$ cat config.mk
export PLATFORM = sky130hd
export DESIGN_NAME = am_link_top
export DESIGN_NICKNAME = d
export VERILOG_FILES = /design/src/common/am_block_pkg.sv /design/src/common/am_lock_pkg.sv /design/src/logic/am_scheduler.sv /design/src/am_insert/am_insertion.sv /design/src/am_lock/am_lane_match.sv /design/src/am_lock/am_lock_fsm.sv /design/src/logic/am_link_top.sv
export VERILOG_INCLUDE_DIRS = /design/src /design/src/common
export SDC_FILE = /design/constraint.sdc
export NUM_CORES = 1
export LEC_CHECK = 0
export ABC_AREA = 1
export BUFFER_PORTS_ARGS = -buffer_cell sky130_fd_sc_hd__buf_2
export CAP_MARGIN = 30
export CORE_ASPECT_RATIO = 1.1
export CORE_MARGIN = 5
export CORE_UTILIZATION = 57
export CTS_CLUSTER_DIAMETER = 200
export DETAILED_ROUTE_END_ITERATION = 7
export PLACE_DENSITY = 0.82
export SYNTH_ARGS = -nofsm -noshare
export SYNTH_HDL_FRONTEND = slang
export SYNTH_SLANG_ARGS = --single-unit
export TNS_END_PERCENT = 30
$ cat constraint.sdc
create_clock -name tb_clock -period 2.85 [get_ports tb_clock]
set_input_delay 0.1425 -clock tb_clock [delete_from_list [all_inputs] [get_ports tb_clock]]
set_output_delay 0.1425 -clock tb_clock [all_outputs]
set_load 0.02 [all_outputs]
$ cat src/common/am_params.svh
`ifndef AM_PARAMS_SVH
`define AM_PARAMS_SVH

// one 64b/66b coded block, sync header included.
`define AM_NB_CODED_BLOCK 66

// lanes in the link, one marker per lane.
`define AM_N_ALIGNER 20
`define AM_NB_LANE_ID 5

// valid blocks from marker to marker, marker included.
`define AM_PERIOD 10
`define AM_NB_PERIOD 4

// lock thresholds, quasi static.
`define AM_NB_INV_THR 3
`define AM_NB_VAL_THR 5

`define AM_NB_ERROR_COUNTER 64

`endif

$ cat src/common/am_block_pkg.sv
`default_nettype none

`include "am_params.svh"

package am_block_pkg;

        typedef logic [`AM_NB_CODED_BLOCK-1:0] coded_block_t;
        typedef logic [`AM_NB_LANE_ID-1:0]     lane_id_t;

        typedef enum logic [1:0]
        {
                SH_DATA = 2'b01,
                SH_CTRL = 2'b10
        } sync_header_e;

        typedef struct packed
        {
                logic         valid;
                coded_block_t data;
        } pcs_block_s;

        // M0 M1 M2 of each lane, M0 in the top byte.
        localparam logic [23:0] am_table [`AM_N_ALIGNER] = '{
                24'hc1_68_21, 24'h9d_71_8e, 24'h59_4b_e8, 24'h4d_95_7b,
                24'hf5_07_09, 24'hdd_14_c2, 24'h9a_4a_26, 24'h7b_45_66,
                24'ha0_24_76, 24'h68_c9_fb, 24'hfd_6c_99, 24'hb9_91_55,
                24'h5c_b9_b2, 24'h1a_f8_bd, 24'h83_c7_ca, 24'h35_36_cd,
                24'hc4_31_4c, 24'had_d6_b7, 24'h5f_66_2a, 24'hc0_f0_e5
        };

        // full marker block, bip bytes carried as zero.
        function automatic coded_block_t am_of_lane(input lane_id_t lane);
                logic [23:0] m;
                if (lane < `AM_N_ALIGNER)
                begin
                        m = am_table[lane];
                end
                else
                begin
                        m = am_table[0];  // lanes past the table fall back to lane 0.
                end
                return {SH_CTRL, m, 8'h00, ~m, 8'h00};
        endfunction

endpackage

`default_nettype wire

$ cat src/common/am_lock_pkg.sv
`default_nettype none

package am_lock_pkg;

        import am_block_pkg::*;

        typedef enum logic [1:0]
        {
                LOCK_SEARCH = 2'd0,
                LOCK_COUNT  = 2'd1,
                LOCK_LOCKED = 2'd2
        } lock_state_e;

        // registered result of the marker compare.
        typedef struct packed
        {
                logic         valid;
                logic         hit;
                lane_id_t     lane;
                coded_block_t data;
        } am_match_s;

        typedef struct packed
        {
                logic     am_lock;
                lane_id_t lane_id;
                logic     resync;         // one cycle pulse.
                logic     start_of_lane;  // with the block of a good marker.
        } am_status_s;

endpackage

`default_nettype wire

$ cat src/logic/am_scheduler.sv
`default_nettype none

`include "am_params.svh"

module am_scheduler
        import am_block_pkg::*;
(
        input  wire        tb_clock,
        input  wire        i_arst_n,
        input  wire        i_am_enable,
        input  wire pcs_block_s i_block,
        output pcs_block_s o_block,
        output logic       o_am_slot
);

        localparam logic [`AM_NB_PERIOD-1:0] LAST_SLOT = `AM_PERIOD - 1;

        logic [`AM_NB_PERIOD-1:0] period_cnt;
        logic                     blk_valid_q;
        coded_block_t             blk_data_q;

        always_ff @(posedge tb_clock or negedge i_arst_n)
        begin
                if (!i_arst_n)
                begin
                        period_cnt  <= '0;
                        blk_valid_q <= 1'b0;
                        o_am_slot   <= 1'b0;
                end
                else
                begin
                        blk_valid_q <= i_block.valid;
                        o_am_slot   <= i_block.valid && i_am_enable && (period_cnt == '0);
                        if (i_block.valid)
                        begin
                                // the period keeps running with insertion off.
                                period_cnt <= (period_cnt == LAST_SLOT) ? '0 : period_cnt + 1'b1;
                        end
                end
        end

        always_ff @(posedge tb_clock)
        begin
                blk_data_q <= i_block.data;
        end

        assign o_block = '{valid: blk_valid_q, data: blk_data_q};

endmodule

`default_nettype wire

$ cat src/am_insert/am_insertion.sv
`default_nettype none

module am_insertion
        import am_block_pkg::*;
(
        input  wire        tb_clock,
        input  wire        i_arst_n,
        input  wire pcs_block_s i_block,
        input  wire        i_am_slot,
        input  wire lane_id_t i_lane_sel,
        output pcs_block_s o_block
);

        logic         blk_valid_q;
        coded_block_t blk_data_q;
        coded_block_t marker;

        assign marker = am_of_lane(i_lane_sel);

        always_ff @(posedge tb_clock or negedge i_arst_n)
        begin
                if (!i_arst_n)
                begin
                        blk_valid_q <= 1'b0;
                end
                else
                begin
                        blk_valid_q <= i_block.valid;
                end
        end

        // the slot flag is only raised on a valid block.
        always_ff @(posedge tb_clock)
        begin
                if (i_am_slot)
                begin
                        blk_data_q <= marker;
                end
                else
                begin
                        blk_data_q <= i_block.data;
                end
        end

        assign o_block = '{valid: blk_valid_q, data: blk_data_q};

endmodule

`default_nettype wire

$ cat src/am_lock/am_lane_match.sv
`default_nettype none

`include "am_params.svh"

module am_lane_match
        import am_block_pkg::*;
        import am_lock_pkg::*;
(
        input  wire        tb_clock,
        input  wire        i_arst_n,
        input  wire pcs_block_s i_block,
        output am_match_s  o_match
);

        logic [`AM_N_ALIGNER-1:0] lane_hit;
        lane_id_t                 lane_enc;

        logic                     valid_q;
        logic                     hit_q;
        lane_id_t                 lane_q;
        coded_block_t             data_q;

        always_comb
        begin
                for (int i = 0; i < `AM_N_ALIGNER; i++)
                begin
                        lane_hit[i] = (i_block.data == am_of_lane(lane_id_t'(i)));
                end
        end

        // markers are distinct, so at most one bit of lane_hit is set.
        always_comb
        begin
                lane_enc = '0;
                for (int i = 0; i < `AM_N_ALIGNER; i++)
                begin
                        if (lane_hit[i])
                        begin
                                lane_enc = lane_enc | lane_id_t'(i);
                        end
                end
        end

        always_ff @(posedge tb_clock or negedge i_arst_n)
        begin
                if (!i_arst_n)
                begin
                        valid_q <= 1'b0;
                        hit_q   <= 1'b0;
                end
                else
                begin
                        valid_q <= i_block.valid;
                        hit_q   <= i_block.valid && (|lane_hit);
                end
        end

        always_ff @(posedge tb_clock)
        begin
                lane_q <= lane_enc;
                data_q <= i_block.data;
        end

        assign o_match = '{valid: valid_q, hit: hit_q, lane: lane_q, data: data_q};

endmodule

`default_nettype wire

$ cat src/am_lock/am_lock_fsm.sv
`default_nettype none

`include "am_params.svh"

module am_lock_fsm
        import am_block_pkg::*;
        import am_lock_pkg::*;
(
        input  wire        tb_clock,
        input  wire        i_arst_n,
        input  wire        i_block_lock,
        input  wire [`AM_NB_VAL_THR-1:0] i_valid_am_thr,
        input  wire [`AM_NB_INV_THR-1:0] i_invalid_am_thr,
        input  wire am_match_s i_match,
        output pcs_block_s o_block,
        output am_status_s o_status,
        output logic [`AM_NB_ERROR_COUNTER-1:0] o_error_counter
);

        localparam logic [`AM_NB_PERIOD-1:0] LAST_SLOT = `AM_PERIOD - 1;

        lock_state_e                     state_q, state_n;
        lane_id_t                        lane_q, lane_n;
        logic [`AM_NB_PERIOD-1:0]        period_q, period_n;
        logic [`AM_NB_VAL_THR-1:0]       val_cnt_q, val_cnt_n;
        logic [`AM_NB_INV_THR-1:0]       inv_cnt_q, inv_cnt_n;
        logic [`AM_NB_ERROR_COUNTER-1:0] err_n;
        logic                            resync_n;
        logic                            sol_n;
        logic                            am_slot;
        logic                            good_am;

        logic                            blk_valid_q;
        coded_block_t                    blk_data_q;

        assign am_slot = i_match.valid && (period_q == '0);       // expected marker position.
        assign good_am = i_match.hit && (i_match.lane == lane_q);

        always_comb
        begin
                state_n   = state_q;
                lane_n    = lane_q;
                period_n  = period_q;
                val_cnt_n = val_cnt_q;
                inv_cnt_n = inv_cnt_q;
                err_n     = o_error_counter;
                resync_n  = 1'b0;
                sol_n     = 1'b0;

                if (!i_block_lock)
                begin
                        state_n   = LOCK_SEARCH;
                        period_n  = '0;
                        val_cnt_n = '0;
                        inv_cnt_n = '0;
                end
                else
                begin
                        if (state_q != LOCK_SEARCH && i_match.valid)
                        begin
                                period_n = (period_q == LAST_SLOT) ? '0 : period_q + 1'b1;
                        end

                        case (state_q)
                        LOCK_SEARCH:
                        begin
                                // any marker starts the count, the hit block is slot zero.
                                if (i_match.valid && i_match.hit)
                                begin
                                        state_n   = LOCK_COUNT;
                                        lane_n    = i_match.lane;
                                        period_n  = `AM_NB_PERIOD'(1);
                                        val_cnt_n = `AM_NB_VAL_THR'(1);
                                        inv_cnt_n = '0;
                                        sol_n     = 1'b1;
                                end
                        end
                        LOCK_COUNT:
                        begin
                                if (am_slot && good_am)
                                begin
                                        val_cnt_n = val_cnt_q + 1'b1;
                                        sol_n     = 1'b1;
                                        if ((val_cnt_q + 1'b1) >= i_valid_am_thr)
                                        begin
                                                state_n = LOCK_LOCKED;
                                        end
                                end
                                else if (am_slot)
                                begin
                                        state_n   = LOCK_SEARCH;
                                        period_n  = '0;
                                        val_cnt_n = '0;
                                end
                        end
                        LOCK_LOCKED:
                        begin
                                if (am_slot && good_am)
                                begin
                                        inv_cnt_n = '0;
                                        sol_n     = 1'b1;
                                end
                                else if (am_slot)
                                begin
                                        inv_cnt_n = inv_cnt_q + 1'b1;
                                        err_n     = o_error_counter + 1'b1;
                                        if ((inv_cnt_q + 1'b1) >= i_invalid_am_thr)
                                        begin
                                                state_n   = LOCK_SEARCH;
                                                resync_n  = 1'b1;
                                                period_n  = '0;
                                                val_cnt_n = '0;
                                                inv_cnt_n = '0;
                                        end
                                end
                        end
                        default:
                        begin
                                state_n = LOCK_SEARCH;
                        end
                        endcase
                end
        end

        always_ff @(posedge tb_clock or negedge i_arst_n)
        begin
                if (!i_arst_n)
                begin
                        state_q         <= LOCK_SEARCH;
                        lane_q          <= '0;
                        period_q        <= '0;
                        val_cnt_q       <= '0;
                        inv_cnt_q       <= '0;
                        o_error_counter <= '0;
                        o_status        <= '0;
                        blk_valid_q     <= 1'b0;
                end
                else
                begin
                        state_q                <= state_n;
                        lane_q                 <= lane_n;
                        period_q               <= period_n;
                        val_cnt_q              <= val_cnt_n;
                        inv_cnt_q              <= inv_cnt_n;
                        o_error_counter        <= err_n;
                        o_status.am_lock       <= (state_n == LOCK_LOCKED);
                        o_status.lane_id       <= (state_n == LOCK_LOCKED) ? lane_n : '0;
                        o_status.resync        <= resync_n;
                        o_status.start_of_lane <= sol_n;
                        blk_valid_q            <= i_match.valid;
                end
        end

        always_ff @(posedge tb_clock)
        begin
                blk_data_q <= i_match.data;
        end

        assign o_block = '{valid: blk_valid_q, data: blk_data_q};

endmodule

`default_nettype wire

$ cat src/logic/am_link_top.sv
`default_nettype none

`include "am_params.svh"

module am_link_top
        import am_block_pkg::*;
        import am_lock_pkg::*;
(
        input  wire        tb_clock,
        input  wire        i_arst_n,
        input  wire pcs_block_s i_block,
        input  wire        i_am_enable,
        input  wire lane_id_t i_lane_sel,
        input  wire        i_block_lock,
        input  wire [`AM_NB_VAL_THR-1:0] i_valid_am_thr,
        input  wire [`AM_NB_INV_THR-1:0] i_invalid_am_thr,
        output pcs_block_s o_block,
        output am_status_s o_status,
        output logic [`AM_NB_ERROR_COUNTER-1:0] o_error_counter
);

        pcs_block_s sched_block;
        logic       sched_am_slot;
        pcs_block_s tx_block;     // the single lane of the loopback.
        am_match_s  rx_match;

        am_scheduler u_scheduler
        (
                .tb_clock    (tb_clock),
                .i_arst_n    (i_arst_n),
                .i_am_enable (i_am_enable),
                .i_block     (i_block),
                .o_block     (sched_block),
                .o_am_slot   (sched_am_slot)
        );

        am_insertion u_insertion
        (
                .tb_clock   (tb_clock),
                .i_arst_n   (i_arst_n),
                .i_block    (sched_block),
                .i_am_slot  (sched_am_slot),
                .i_lane_sel (i_lane_sel),
                .o_block    (tx_block)
        );

        am_lane_match u_lane_match
        (
                .tb_clock (tb_clock),
                .i_arst_n (i_arst_n),
                .i_block  (tx_block),
                .o_match  (rx_match)
        );

        am_lock_fsm u_lock_fsm
        (
                .tb_clock         (tb_clock),
                .i_arst_n         (i_arst_n),
                .i_block_lock     (i_block_lock),
                .i_valid_am_thr   (i_valid_am_thr),
                .i_invalid_am_thr (i_invalid_am_thr),
                .i_match          (rx_match),
                .o_block          (o_block),
                .o_status         (o_status),
                .o_error_counter  (o_error_counter)
        );

endmodule

`default_nettype wire

# Yosys cells after proc, flatten, opt, wreduce, memory -nomap -nowiden
# Memories as Yosys holds them, arrays and structs flattened.
# Index checks and enable logic that the tools add are counted.
dict set report totals {
  register_bits 370
  romBits 768
  output_inout_bits 139
  elab_cells 159
  n_memories 1
}
dict set report op_classes {
  n_addsub 5
  magnitude_cmp 4
  eq_ne 34
  mux 67
  n_bitwise 3
  n_reduce_logical 19
}
# memory words width read_ports rd_ports_with_merged_regs wr line_no
set mem_list {}
lappend mem_list {{(name not given)} 32 24 1 0 0 am_block_pkg.sv:36} ;# m = am_table[lane];
# op count
set op_table {}
lappend op_table {{== test 66 bit (second input constant)} 20}
lappend op_table {{2-to-1 mux 24 bit} 3}
lappend op_table {{2-to-1 mux 4 bit} 18}
lappend op_table {{adder 64 x 1 -> 64 bit (second input constant)} 1}
lappend op_table {{2-to-1 mux 64 bit} 1}
lappend op_table {{2-to-1 mux 5 bit} 11}
lappend op_table {{2-to-1 mux 3 bit} 9}
lappend op_table {{NOT 24 bit} 1}
lappend op_table {{2-to-1 mux 2 bit} 10}
lappend op_table {{OR reduction 20 bit} 1}
lappend op_table {{case mux 5 bit (3 select lines)} 1}
lappend op_table {{case mux 4 bit (3 select lines)} 1}
lappend op_table {{2-to-1 mux 1 bit} 10}
lappend op_table {{inequality test 3 x 2 -> 1 bit (second input constant)} 3}
lappend op_table {{adder 4 x 1 -> 4 bit (second input constant)} 2}
lappend op_table {{== test 4 bit (second input constant)} 2}
lappend op_table {{logical AND 1 bit} 8}
lappend op_table {{zero test 4 bit} 2}
lappend op_table {{inequality test 4 x 2 -> 1 bit (second input constant)} 2}
lappend op_table {{greater-or-equal comparator 6 bit (second input constant)} 1}
lappend op_table {{NOT 5 -> 6 bit} 1}
lappend op_table {{case mux 2 bit (3 select lines)} 1}
lappend op_table {{case mux 3 bit (2 select lines)} 1}
lappend op_table {{AND reduction 6 bit} 1}
lappend op_table {{19 further kinds} 21}

# Longest topological paths before layout
dict set report logic_depth {
  word_depth 17
  mapped_depth 15
  depth_no_buf 15
}

# Cells and area by module
# A second synthesis with hierarchy kept.
dict set report hier_totals {
  hier_cells 1978
  area_unflattened_um2 15314.7
}
# mod instances cells_per_inst area_each_um2
set by_module_without_submodules {}
lappend by_module_without_submodules {am_lock_fsm 1 890 7254.5}
lappend by_module_without_submodules {am_lane_match 1 579 3602.2}
lappend by_module_without_submodules {am_insertion 1 411 2846.5}
lappend by_module_without_submodules {am_scheduler 1 98 1611.5}

# Least setup slack after synthesis
# OpenSTA, ideal clock, no wires.
dict set report synth_path {
  kind {reg-to-reg}
  start {reg u_lock_fsm.val_cnt_q[0]}
  end {reg u_lock_fsm.o_status[2] (netlist name)}
  setup_ns 0.069
  t_arrival_ns 2.063
  path_slack_ns 0.717
  stages_incl_launch_ff 16
  path_buffers 0
  period_less_slack_ns 2.133
  path_cell_list {dfrtp_1 > ha_1 > nand3_1 > xor2_1 > inv_1 > ha_1 > nand2_1 > nor3_1 > nor2_1 > nor2_1 > nand3_2 > nand2_2 > nand2_2 > nor2_4 > nand2_4 > nor2_2}
}
dict set report synth_between {
  elab_chain_len 8
}
# item line_no
set synth_lines {}
lappend synth_lines {{from (decl)} am_lock_fsm.sv:25} ;# logic [`AM_NB_VAL_THR-1:0] val_cnt_q, val_cnt_n;
lappend synth_lines {{from (signal assigned)} am_lock_fsm.sv:143} ;# val_cnt_q <= val_cnt_n;
lappend synth_lines {{adder 5 x 1 -> 5 bit} am_lock_fsm.sv:84} ;# if ((val_cnt_q + 1'b1) >= i_valid_am_thr)
lappend synth_lines {{greater-or-equal comparator 5 bit} am_lock_fsm.sv:84}
lappend synth_lines {{2-to-1 mux 2 bit} am_lock_fsm.sv:84}
lappend synth_lines {{2-to-1 mux 2 bit} am_lock_fsm.sv:80} ;# if (am_slot && good_am)
lappend synth_lines {{case mux 2 bit (3 select lines)} am_lock_fsm.sv:64} ;# case (state_q)
lappend synth_lines {{2-to-1 mux 2 bit} am_lock_fsm.sv:50} ;# if (!i_block_lock)
lappend synth_lines {{named net u_lock_fsm.state_n[1]} am_lock_fsm.sv:22} ;# lock_state_e state_q, state_n;
lappend synth_lines {{== test 2 bit} am_lock_fsm.sv:147} ;# o_status.lane_id <= (state_n == LOCK_LOCKED) ? lane_n : '0;
lappend synth_lines {{2-to-1 mux 5 bit} am_lock_fsm.sv:147}
# The timed path passes the listed nets, and every way through them passes these cells.
# A chain may end at the register's enable or synchronous reset.

# Worst setup path in the final report
dict set report layout_path {
  start {reg u_lock_fsm.val_cnt_q[0]}
  end {reg u_lock_fsm.o_status[3] (netlist name)}
}
dict set report layout_between {
  elab_chain_len 8
}
# item line_no
set layout_lines {}
lappend layout_lines {{adder 5 x 1 -> 5 bit} am_lock_fsm.sv:84}
lappend layout_lines {{greater-or-equal comparator 5 bit} am_lock_fsm.sv:84}
lappend layout_lines {{2-to-1 mux 2 bit} am_lock_fsm.sv:84}
lappend layout_lines {{2-to-1 mux 2 bit} am_lock_fsm.sv:80}
lappend layout_lines {{case mux 2 bit (3 select lines)} am_lock_fsm.sv:64}
lappend layout_lines {{2-to-1 mux 2 bit} am_lock_fsm.sv:50}
lappend layout_lines {{== test 2 bit} am_lock_fsm.sv:147}
lappend layout_lines {{2-to-1 mux 5 bit} am_lock_fsm.sv:147}
# No other way between the ends.

==> flow_summary.json <==
{
  "status": "completed",
  "die_height_um": 180,
  "met2_length_um": 23400,
  "dieWidth_um": 164,
  "clock_skew_ns": 0.0255,
  "r2r_end": "u_lock_fsm.o_status[3]$_DFF_PN0_",
  "drc_errors": 0,
  "grt_pass1_wl_um": 71400,
  "boundaryPins": 223,
  "antenna_found_initial": 0,
  "fin_crit_ns": 2.40,
  "clk_pin_slew_ns": 0.06,
  "port-buffer-count": 222,
  "grt_setup_unrepaired": "no",
  "critPathMaxFanout": 6,
  "synthesis.nets": 1980,
  "cp-start-kind": "flip-flop",
  "max-slew-margin-rel": 0.518,
  "postSynth.asyncResetShare": 0.273,
  "synth-seq-cells": 370,
  "wirelength_met1_um": 16800,
  "switching_share": 0.249,
  "crit_type": "reg2reg",
  "timing.final.ws_setup_ns": 0.449,
  "power_frac_seq": 0.507,
  "area_growth_pct": 22.3,
  "drtIter0Drc": 1167,
  "grt_usage": 0.306,
  "top_layer": "met4",
  "routed_wl_um": 45500,
  "final_cells": 2558,
  "switchingPower_mw": 2.82,
  "clock_path_buffers": 3,
  "cts_sinks": 370,
  "cts_root_buf": "clkbuf_16",
  "finalSetupViolCount": 0,
  "synthesis.area_sq_um": 14900,
  "r2r_slack_ns": 0.45,
  "synth_edf_count": 0,
  "clock_power_share": 0.410,
  "peakVddDrop_v": 0.000731,
  "ys_seq_area_frac": 0.530,
  "pre_cts_slack_ns": 0.466,
  "rows": 62,
  "hold_path.startpoint": "i_lane_sel[4]",
  "max_freq_ghz": 0.416,
  "synth_ff_type": "dfxtp_1",
  "cts_max_level": 2,
  "power_per_cell_area_nw_per_um2": 620,
  "ant_nets": 0,
  "hpwl_um": 34200,
  "syn_inst": 1874,
  "pwr-share-comb": 0.084,
  "timing.rr.start": "u_lock_fsm.val_cnt_q[0]$_DFFE_PN0P_",
  "met3_length_um": 3080,
  "p_int_mw": 8.51,
  "hold_viol": 0,
  "nets": 2290,
  "hold_end": "u_insertion.blk_data_q[11]$_DFF_P_",
  "fin_crit_sh": 0.843,
  "rr_worst_depth": 14,
  "cellLeakagePower_nw": 8.70,
  "cts_tree": "yes",
  "drtPass1Iterations": 5,
  "globalplace.congestion": 1.05,
  "grt_pass1_vias": 13505,
  "vias_per_cell": 5.24,
  "cts-resized-gates": 0,
  "holdPathStages": 4,
  "required_ns": 3.25,
  "worstPathArrival_ns": 2.80,
  "slew_violations": 0,
  "ys.warnings.count": 0,
  "ys_types": 48,
  "synth.avg_cell_area_sq_um": 7.97,
  "start_util": 0.575,
  "drive_above_1_share": 0.154,
  "maxCapViolCount": 0,
  "dieArea_sq_um": 29500,
  "clk_latency_ns": 0.53,
  "num_vias": 13415,
  "coreArea_sq_um": 26000,
  "min_path_type": "in2reg",
  "wire_per_inst_um": 17.8,
  "end_kind": "flip-flop",
  "cts_buffers": 37,
  "grt_start_max_net_pins": 56,
  "setup_tns_ns": 0,
  "place_inst": 2427,
  "worst_pin_slew_ns": 0.718,
  "diodes": 0,
  "grt-ovfl-total": 0,
  "hold_ws_ns": 0.108
}
[how the worst max path moves through the flow]
| stage | from | endpoint | slack [ns] | cells after the start |
|---|---|---|---|---|
| 4_1_cts | u_lock_fsm.val_cnt_q[0]$_DFFE_PN0P_ | u_lock_fsm.o_status[2]$_DFF_PN0_ | 0.43 | 15 |
| 5_1_grt | u_lock_fsm.val_cnt_q[0]$_DFFE_PN0P_ | u_lock_fsm.o_status[2]$_DFF_PN0_ | 0.21 | 15 |
| 6_report | u_lock_fsm.val_cnt_q[0]$_DFFE_PN0P_ | u_lock_fsm.o_status[3]$_DFF_PN0_ | 0.45 | 14 |
| 3_5_place_dp | u_lock_fsm.val_cnt_q[0]$_DFFE_PN0P_ | u_lock_fsm.o_status[5]$_DFF_PN0_ | 0.47 | 14 |
| 3_3_place_gp | u_lock_fsm.val_cnt_q[0]$_DFFE_PN0P_ | u_lock_fsm.o_status[4]$_DFF_PN0_ | 0.58 | 14 |
| 2_1_floorplan | u_lock_fsm.val_cnt_q[0]$_DFFE_PN0P_ | u_lock_fsm.o_status[2]$_DFF_PN0_ | 0.72 | 15 |
[power groups by stage]
stage	clock [mW]	combinational [mW]	sequential [mW]
global placement	0	0.843	5.82
global route	4.94	1.04	5.77
finish	4.64	0.946	5.74
detailed placement	0	0.851	5.84
CTS	4.68	0.936	5.73
floorplan	0	0.408	5.88
[cell families (layout without fill, tap and decap cells)]
logic type	Yosys count	after routing	synth area share
AND/OR/NAND/NOR	1023	1023	0.293
flip-flops	370	370	0.530
buffers and inverters	260	592	0.0676
AO/OA/AOI/OAI	133	133	0.0520
XOR/XNOR	66	66	0.0387
adder cells (fa/ha/maj)	22	22	0.0184
[synth_stat cells (all sizes together), types with 5 or more instances]
| library cell | n | area [sq um] |
|---|---|---|
| a21oi | 20 | 104 |
| buf | 11 | 75.1 |
| clkbuf | 18 | 67.6 |
| dfrtp | 101 | 2530 |
| dfxtp | 269 | 5390 |
| ha | 22 | 275 |
| inv | 231 | 867 |
| nand2 | 489 | 1870 |
| nand3 | 96 | 505 |
| nand3b | 9 | 67.6 |
| nand4 | 30 | 194 |
| nor2 | 334 | 1320 |
| nor3 | 56 | 359 |
| nor4 | 5 | 37.5 |
| o21a | 22 | 165 |
| o21ai | 68 | 344 |
| o22ai | 8 | 50.1 |
| xnor2 | 26 | 228 |
| xor2 | 40 | 350 |
[layout by cell type (no fill, tap or decap), types with 7 or more instances in the layout]
cell	netlist	layout
a21oi_1	19	19
buf_2	6	221
buf_4	1	8
clkbuf_1	18	7
clkbuf_16	0	37
dfrtp_1	101	100
dfxtp_1	269	269
dlygate4sd3_1	0	70
ha_1	22	22
inv_1	223	223
inv_2	8	8
nand2_1	479	479
nand2_2	8	8
nand3_1	91	91
nand3b_1	9	9
nand4_1	29	29
nor2_1	320	320
nor2_2	10	10
nor3_1	44	44
nor3_2	9	9
o21a_1	22	22
o21ai_0	54	54
o21ai_1	13	13
o22ai_1	8	8
xnor2_1	26	26
xor2_1	40	40
[area by class of cell]
type	instances	area, sq um
multi-input combinational	1244	6010
clock buffer	49	1020
inverter	231	867
tap	352	440
fill	1996	7720
clock inverter	12	129
timing repair buffer	300	1890
sequential	370	7910
[what timing repair did]
| action | in CTS | in global routing |
|---|---|---|
| setup endpoints to repair | 0 | 0 |
| setup buffers | 0 | 0 |
| hold buffers | 70 | 0 |
| endpoints found under the hold margin | 119 | 0 |
[metrics by stage]
step	util	cell area, sq um	total power, mW
after floorplan	-	14900	6.29
after global routing	0.703	18300	11.8
after detailed placement	0.632	16400	6.69
after CTS	0.703	18300	11.3
after global placement	0.632	16400	6.67
final	0.703	18300	11.3
[worst max-delay path, cell delays in order, from the launching register on]
cell and delay (ns):
dfrtp_1 0.43, ha_1 0.25, nand3_1 0.10, xor2_1 0.14
inv_1 0.07, ha_1 0.29, a21oi_1 0.16, o21ai_0 0.11
nor2_1 0.13, nor2_1 0.08, nand3b_1 0.16, nand3_1 0.08
nand2_1 0.10, nand2_4 0.14, nor2_2 0.04
[metal layers]
metal | global-route usage | vias up
met2 | 0.551 | 616
met3 | 0.0460 | 144
met1 | 0.356 | 6169
met5 | 0 | -
li1 | - | 6486
met4 | 0.135 | 0
[registers in the layout (all words and copies together), names as in the netlist]
register,count
u_scheduler.blk_data_q,66
u_insertion.blk_valid_q,1
u_lane_match.lane_q,5
u_scheduler.blk_valid_q,1
u_lock_fsm.inv_cnt_q,3
u_lane_match.data_q,66
u_lock_fsm.state_q,2
u_insertion.blk_data_q,66
u_lock_fsm.period_q,4
u_lock_fsm.o_status,8
u_scheduler.period_cnt,4
u_lock_fsm.o_error_counter,64
u_lane_match.hit_q,1
u_lock_fsm.lane_q,5
u_lock_fsm.blk_valid_q,1
u_scheduler.o_am_slot,1
u_lock_fsm.blk_data_q,66
u_lane_match.valid_q,1
u_lock_fsm.val_cnt_q,5
No activity file was read; power rests on OpenSTA's default activity.
